<file path="config.mk">
export PLATFORM = sky130hd
export DESIGN_NAME = load_store_unit
export DESIGN_NICKNAME = d
export VERILOG_FILES = /design/src/mem_msg_pkg.sv /design/src/uarch_pkg.sv /design/src/load_store_unit.sv
export SDC_FILE = /design/constraint.sdc
export NUM_CORES = 1
export LEC_CHECK = 0
export BUFFER_PORTS_ARGS = -buffer_cell sky130_fd_sc_hd__clkbuf_2
export CAP_MARGIN = 10
export CORE_AREA = 2 2 134 136
export CTS_CLUSTER_DIAMETER = 150
export CTS_CLUSTER_SIZE = 20
export DETAILED_ROUTE_END_ITERATION = 8
export DIE_AREA = 0 0 136 138
export GPL_ROUTABILITY_DRIVEN = 0
export HOLD_SLACK_MARGIN = 0.05
export PLACE_DENSITY = 0.81
export SETUP_SLACK_MARGIN = 0.05
export SLEW_MARGIN = 10
export SYNTH_ARGS = -nofsm -noshare
export SYNTH_HDL_FRONTEND = slang
export SYNTH_SLANG_ARGS = --single-unit
</file>
<file path="constraint.sdc">
create_clock -name clk -period 7.8 [get_ports clk]
set_input_delay 0.39 -clock clk [delete_from_list [all_inputs] [get_ports clk]]
set_output_delay 0.39 -clock clk [all_outputs]
set_load 0.02 [all_outputs]
</file>
<file path="src/mem_msg_pkg.sv">
// Memory request definitions shared by the execute unit and the test memory
// Requests are whole words; there is no length or opaque field
`default_nettype none

package mem_msg_pkg;

  // --------------------------------------
  // Request kind
  // --------------------------------------

  // Read returns the addressed word
  // Write stores the new word and returns the old one
  typedef enum logic [0:0] {
    MEM_MSG_READ  = 1'b0,
    MEM_MSG_WRITE = 1'b1
  } mem_op_t;

  // --------------------------------------
  // Widths
  // --------------------------------------

  // Address and data width of the memory port
  // Byte addressed; the low two bits select nothing
  localparam int MEM_DATA_BITS = 32;

endpackage

`default_nettype wire

</file>
<file path="src/uarch_pkg.sv">
// Micro-op and pipeline width definitions for the memory execute path
// Only word loads and stores are modeled; sub-word uops do not exist here
`default_nettype none

package uarch_pkg;

  // --------------------------------------
  // Micro-ops
  // --------------------------------------

  // Memory micro-ops issued to the load/store unit
  // LW writes back a register, SW only updates memory
  typedef enum logic [0:0] {
    OP_LW = 1'b0,  // Load word
    OP_SW = 1'b1   // Store word
  } rv_uop;

  // --------------------------------------
  // Widths
  // --------------------------------------

  // Default reorder sequence-number width
  // The top level overrides it through seq_num_bits
  localparam int SEQ_NUM_BITS = 6;

  // Default physical register tag width
  // Passed down as phys_addr_bits
  localparam int PHYS_ADDR_BITS = 6;

  // Architectural register index width, fixed by the ISA
  // 32 integer registers
  localparam int ARCH_ADDR_BITS = 5;

endpackage

`default_nettype wire
</file>
<file path="src/load_store_unit.sv">
// Two-stage memory execute unit: request stage, then response stage
// Address is op1 + op2; the low two bits are passed on but unused downstream
// At most two operations in flight, one per stage
`timescale 1ns/1ps
`default_nettype none

module load_store_unit
  import uarch_pkg::*, mem_msg_pkg::*;
#(
  parameter int seq_num_bits   = SEQ_NUM_BITS,
  parameter int phys_addr_bits = PHYS_ADDR_BITS
) (
  input  logic                      clk,
  input  logic                      rst,

  // Issue side
  input  logic                      d_val,
  output logic                      d_rdy,
  input  rv_uop                     d_uop,
  input  logic [31:0]               d_pc,
  input  logic [seq_num_bits-1:0]   d_seq_num,
  input  logic [31:0]               d_op1,
  input  logic [31:0]               d_op2,
  input  logic [ARCH_ADDR_BITS-1:0] d_waddr,
  input  logic [phys_addr_bits-1:0] d_preg,
  input  logic [phys_addr_bits-1:0] d_ppreg,
  input  logic [31:0]               d_mem_data,

  // Memory request
  output logic                      mem_req_val,
  input  logic                      mem_req_rdy,
  output mem_op_t                   mem_req_op,
  output logic [MEM_DATA_BITS-1:0]  mem_req_addr,
  output logic [MEM_DATA_BITS-1:0]  mem_req_data,

  // Memory response
  input  logic                      mem_resp_val,
  output logic                      mem_resp_rdy,
  input  logic [MEM_DATA_BITS-1:0]  mem_resp_data,

  // Writeback side
  output logic                      w_val,
  input  logic                      w_rdy,
  output logic [31:0]               w_pc,
  output logic [seq_num_bits-1:0]   w_seq_num,
  output logic [ARCH_ADDR_BITS-1:0] w_waddr,
  output logic [phys_addr_bits-1:0] w_preg,
  output logic [phys_addr_bits-1:0] w_ppreg,
  output logic                      w_wen,
  output logic [31:0]               w_wdata
);

  // --------------------------------------
  // Request stage state
  // --------------------------------------

  logic                      req_val;       // Stage holds an issued uop
  rv_uop                     req_uop;
  logic [31:0]               req_pc;
  logic [seq_num_bits-1:0]   req_seq_num;
  logic [31:0]               req_op1;
  logic [31:0]               req_op2;
  logic [ARCH_ADDR_BITS-1:0] req_waddr;
  logic [phys_addr_bits-1:0] req_preg;
  logic [phys_addr_bits-1:0] req_ppreg;
  logic [31:0]               req_mem_data;  // Store data

  // --------------------------------------
  // Response stage state
  // --------------------------------------

  logic                      resp_val;      // Waiting on memory response
  logic [31:0]               resp_pc;
  logic [seq_num_bits-1:0]   resp_seq_num;
  logic [ARCH_ADDR_BITS-1:0] resp_waddr;
  logic [phys_addr_bits-1:0] resp_preg;
  logic [phys_addr_bits-1:0] resp_ppreg;
  logic                      resp_wen;

  // Handshake glue
  logic d_xfer;
  logic req_xfer;   // Request stage moves into response stage
  logic w_xfer;
  logic resp_adv;   // Response stage free to take a new entry

  // Response stage drains this cycle, or is already empty
  assign resp_adv = !resp_val || (mem_resp_val && w_rdy);

  assign d_rdy    = !req_val || (mem_req_rdy && resp_adv);
  assign d_xfer   = d_val && d_rdy;

  assign mem_req_val = req_val && resp_adv;
  assign req_xfer    = mem_req_val && mem_req_rdy;

  assign w_val  = resp_val && mem_resp_val;  // Tags plus data both present
  assign w_xfer = w_val && w_rdy;

  // Memory response accepted together with the writeback
  assign mem_resp_rdy = resp_val && w_rdy;

  // --------------------------------------
  // Request stage
  // --------------------------------------

  always_ff @(posedge clk) begin
    if (rst) begin
      req_val <= 1'b0;
    end else if (d_xfer) begin
      req_val <= 1'b1;              // Load, possibly while draining
    end else if (req_xfer) begin
      req_val <= 1'b0;
    end
  end

  // Payload only, captured on issue
  always_ff @(posedge clk) begin
    if (d_xfer) begin
      req_uop      <= d_uop;
      req_pc       <= d_pc;
      req_seq_num  <= d_seq_num;
      req_op1      <= d_op1;
      req_op2      <= d_op2;
      req_waddr    <= d_waddr;
      req_preg     <= d_preg;
      req_ppreg    <= d_ppreg;
      req_mem_data <= d_mem_data;
    end
  end

  // Address generation and request fields
  assign mem_req_addr = req_op1 + req_op2;
  assign mem_req_data = req_mem_data;

  always_comb begin
    case (req_uop)
      OP_SW:   mem_req_op = MEM_MSG_WRITE;
      default: mem_req_op = MEM_MSG_READ;   // OP_LW
    endcase
  end

  // --------------------------------------
  // Response stage
  // --------------------------------------

  always_ff @(posedge clk) begin
    if (rst) begin
      resp_val <= 1'b0;
    end else if (req_xfer) begin
      resp_val <= 1'b1;
    end else if (w_xfer) begin
      resp_val <= 1'b0;
    end
  end

  // Writeback tags ride alongside the memory access
  always_ff @(posedge clk) begin
    if (req_xfer) begin
      resp_pc      <= req_pc;
      resp_seq_num <= req_seq_num;
      resp_waddr   <= req_waddr;
      resp_preg    <= req_preg;
      resp_ppreg   <= req_ppreg;
      resp_wen     <= (req_uop == OP_LW);  // Stores write no register
    end
  end

  // Writeback fields
  assign w_pc      = resp_pc;
  assign w_seq_num = resp_seq_num;
  assign w_waddr   = resp_waddr;
  assign w_preg    = resp_preg;
  assign w_ppreg   = resp_ppreg;
  assign w_wen     = resp_wen;
  assign w_wdata   = mem_resp_data;   // Old word for stores, ignored there

endmodule

`default_nettype wire

</file>
==> summary.md <==
| Metric | Value |
|---|---|
| 1st-pass router iterations | `4` |
| Avg Inst Size Synth | `16.7 µm²` |
| IO Port Bufs | `282` |
| Die ar. | `18800 µm²` |
| Final Non-Filler Cells | `1003` |
| Core ar. | `17500 µm²` |
| Critical Path Stages | `10` |
| Max FO, Critical Path | `4` |
| Antenna violations before repair | `6` |
| H-tree Lvls | `1` |
| Post-placement cell area | `9890 µm²` |
| Flop2flop setup slack | `5.08 ns` |
| Post-synth EDFFs | `208` |
| Synth Cell Area | `8460 µm²` |
| Status | `complete, no violations` |
| Die W | `136 µm` |
| Max Clock Skew | `0.0190 ns` |
| FMAX | `270 MHz` |
| Crit-path cells | `ha_1, fa_1, a21o_1, a221o_2, a22oi_2, a31oi_1, a221oi_2, o21bai_1, xnor2_1, clkbuf_2` |
| Final WL | `18100 µm` |
| Synth warn | `0` |
| Min-delay src | `d_op1[31]` |
| HPWL Detailed | `14000 µm` |
| Hold depth | `1` |
| Setup TNS Final | `0 ns` |
| DRT iter0 DRCs | `233` |
| Slowest cell delay on critical path | `0.43 ns` |
| Cells on worst reg2reg path | `5` |
| Root Buffer | `clkbuf_16` |
| First-pass GRT wire length | `27400 µm` |
| Worst slew pin tran | `1.06 ns` |
| Synth top area share | `73.8%` |
| Critical path buffers and inverters | `1` |
| Reg2reg start | `resp_val` |
| Clk buf depth | `3` |
| Detailed-route vias per instance | `5.00` |
| Count of final hold-check violations | `0` |
| Top area cells in the synthesized netlist | `edfxtp_1 (74%), ha_1 (4.6%), buf_4 (2.9%)` |
| Largest net degree at the start of global routing | `86` |
| Fin area | `10300 µm²` |
| Top cell type by total area after synthesis | `edfxtp_1` |
| Max Slew Vio Count | `0` |
| Worst hold path type | `in -> reg` |
| Total Routing Usage GR | `19.2%` |
| Leak Pwr | `0.00422 µW` |
| Worst Setup Path Type | `reg -> out` |
| Io pins | `347` |
| Sequential area share after synthesis | `74.3%` |
| Residual DRC count | `0` |
| Unique masters post-synth | `53` |
| Number of global-route vias before repair | `5086` |
| WL/cell | `18.1 µm` |
| Initial Util | `48.3%` |
| Top_reg_cell synth | `edfxtp_1` |
| Post-cts sizing count | `0` |
| Count leader, synth | `edfxtp_1` |
| Die height | `138 µm` |
| Hold WS | `0.0905 ns` |
| Hold Path Sink | `req_op1[31]` |
| Placed Cells | `979` |
| CTS tree | `built` |
| Synthesis-to-layout area growth | `21.7%` |
| Final setup viols | `0` |
| Syn nets | `730` |
| Yosys reg bits | `210` |
| Crit path capture type | `primary output` |
| Data arrival time of the worst path | `3.32 ns` |
| Commonest cells in the netlist | `edfxtp_1 (208), buf_4 (33), ha_1 (31)` |
| Pwr Density | `235 nW/µm²` |
| GRT Residual Overflow | `0` |
| Inserted Clock Buffers | `14` |
| Row cnt | `49` |
| Clock latency on the worst-skew pair | `0.46 ns` |
| Syn Inst Count | `508` |
| Crit path required time | `7.41 ns` |
| Post-layout util | `58.7%` |
| Nets | `988` |
| Clock sinks | `210` |
| Post-route ant nets | `0` |
| Final min period | `3.71 ns` |
| Critical path's slowest cell | `fa_1` |
| Share of cells above drive strength 1 | `42.1%` |
| # Post-CTS Setup Buffers | `0` |
| Clock slew at reported path FFs | `0.08 ns` |
| Routed vias | `5011` |
| RSZ-0062 raised after global routing | `false` |
| Ys async rst share | `0%` |
| Slew margin rel. | `29.4%` |
| Period utilization | `47.6%` |
| Reg-to-reg endpoint | `mem_req_data[9]` |
| Startpoint Class | `flip-flop` |
| Cts hold-fix bufs | `0` |
| CP top delay family | `compound AO/OA/AOI/OAI gates` |
| Max-cap violations | `0` |
| Worst vdd ir | `0.253 mV` |
-- area by class of cell --
class                           count  area (µm²)
Clock inverter                      1        11.3
Multi-Input combinational cell    248        1860
Fill cell                        1388        7230
Sequential cell                   210        6290
Timing Repair Buffer              284        1430
Tap cell                          229         287
Clock buffer                       19         390
Inverter                            8        30.0
Antenna cell                        4        10.0
-- kinds of logic (layout without fill, tap and decap cells) --
kind of cell / count (synthesis) / after routing / synth area share, %
adders and majority gates: 32 / 32 / 4.82
buffers and inverters: 50 / 312 / 3.77
other: 0 / 4 / 0
xor gates and xnor gates: 30 / 30 / 3.11
and+or+nand+nor: 83 / 83 / 4.70
DFF: 210 / 210 / 74.3
AOI/OAI and AO/OA: 103 / 103 / 9.32
-- cells in the final DEF (no fill, tap or decap), types with 2 or more instances in the layout --
master     count
clkbuf_2     282
edfxtp_1     208
ha_1          31
nand2_1       28
a21oi_1       27
nor2_1        20
xnor2_1       18
clkbuf_16     15
a21o_1        14
o21ai_0       13
xor2_1        12
inv_1          8
nor3_1         6
o21bai_1       6
nand3_1        5
and2_1         5
nand4_1        5
diode_2        4
o211ai_1       4
a21oi_2        4
a211oi_1       4
clkbuf_1       4
o21a_1         3
nor2b_1        3
and3_1         3
a221oi_2       3
a211o_1        3
nor4_1         2
o22ai_1        2
a31oi_1        2
o31ai_2        2
o211ai_2       2
buf_4          2
dfxtp_1        2
-- metal layers --
layer | GRT usage, % | part of all wire (%) | up-vias
li1 | - | - | 2431
met1 | 20.1 | 34 | 2320
met2 | 34.1 | 51 | 191
met3 | 6.97 | 10 | 65
met4 | 8.39 | 4.5 | 4
met5 | 0 | 0.14 | -
-- how the worst max path moves through the flow --
| stage | end | from | slack, ns |
|---|---|---|---|
| finish | mem_req_addr[26] | req_op1[0] | 4.09 |
| global route | mem_req_addr[26] | req_op1[0] | 3.92 |
| CTS | mem_req_addr[26] | req_op1[0] | 4.08 |
| detailed placement | mem_req_addr[26] | req_op1[0] | 4.60 |
| global placement | mem_req_addr[26] | req_op1[0] | 4.64 |
| floorplan | mem_req_data[0] | mem_resp_val | 2.97 |
-- registers in the layout, indices dropped and copies added, names as in the netlist, 5 cells and up --
signal        count
mem_req_data     32
w_ppreg           6
req_waddr         5
w_preg            6
req_ppreg         6
w_waddr           5
req_seq_num       6
req_op1          32
req_pc           32
w_seq_num         6
req_op2          32
w_pc             32
req_preg          6
-- stage by stage --
stage	setup slack, ns	power (µW)
finish	4.09	2420
floorplan	2.97	1640
global placement	4.64	1750
global route	3.92	2520
detailed placement	4.60	1760
CTS	4.08	2450
-- where the power goes --
part           internal [µW]  switching [µW]
Sequential              1310            16.6
Clock                    353             336
Combinational            147             254
Power figures use the tool's default switching activity.
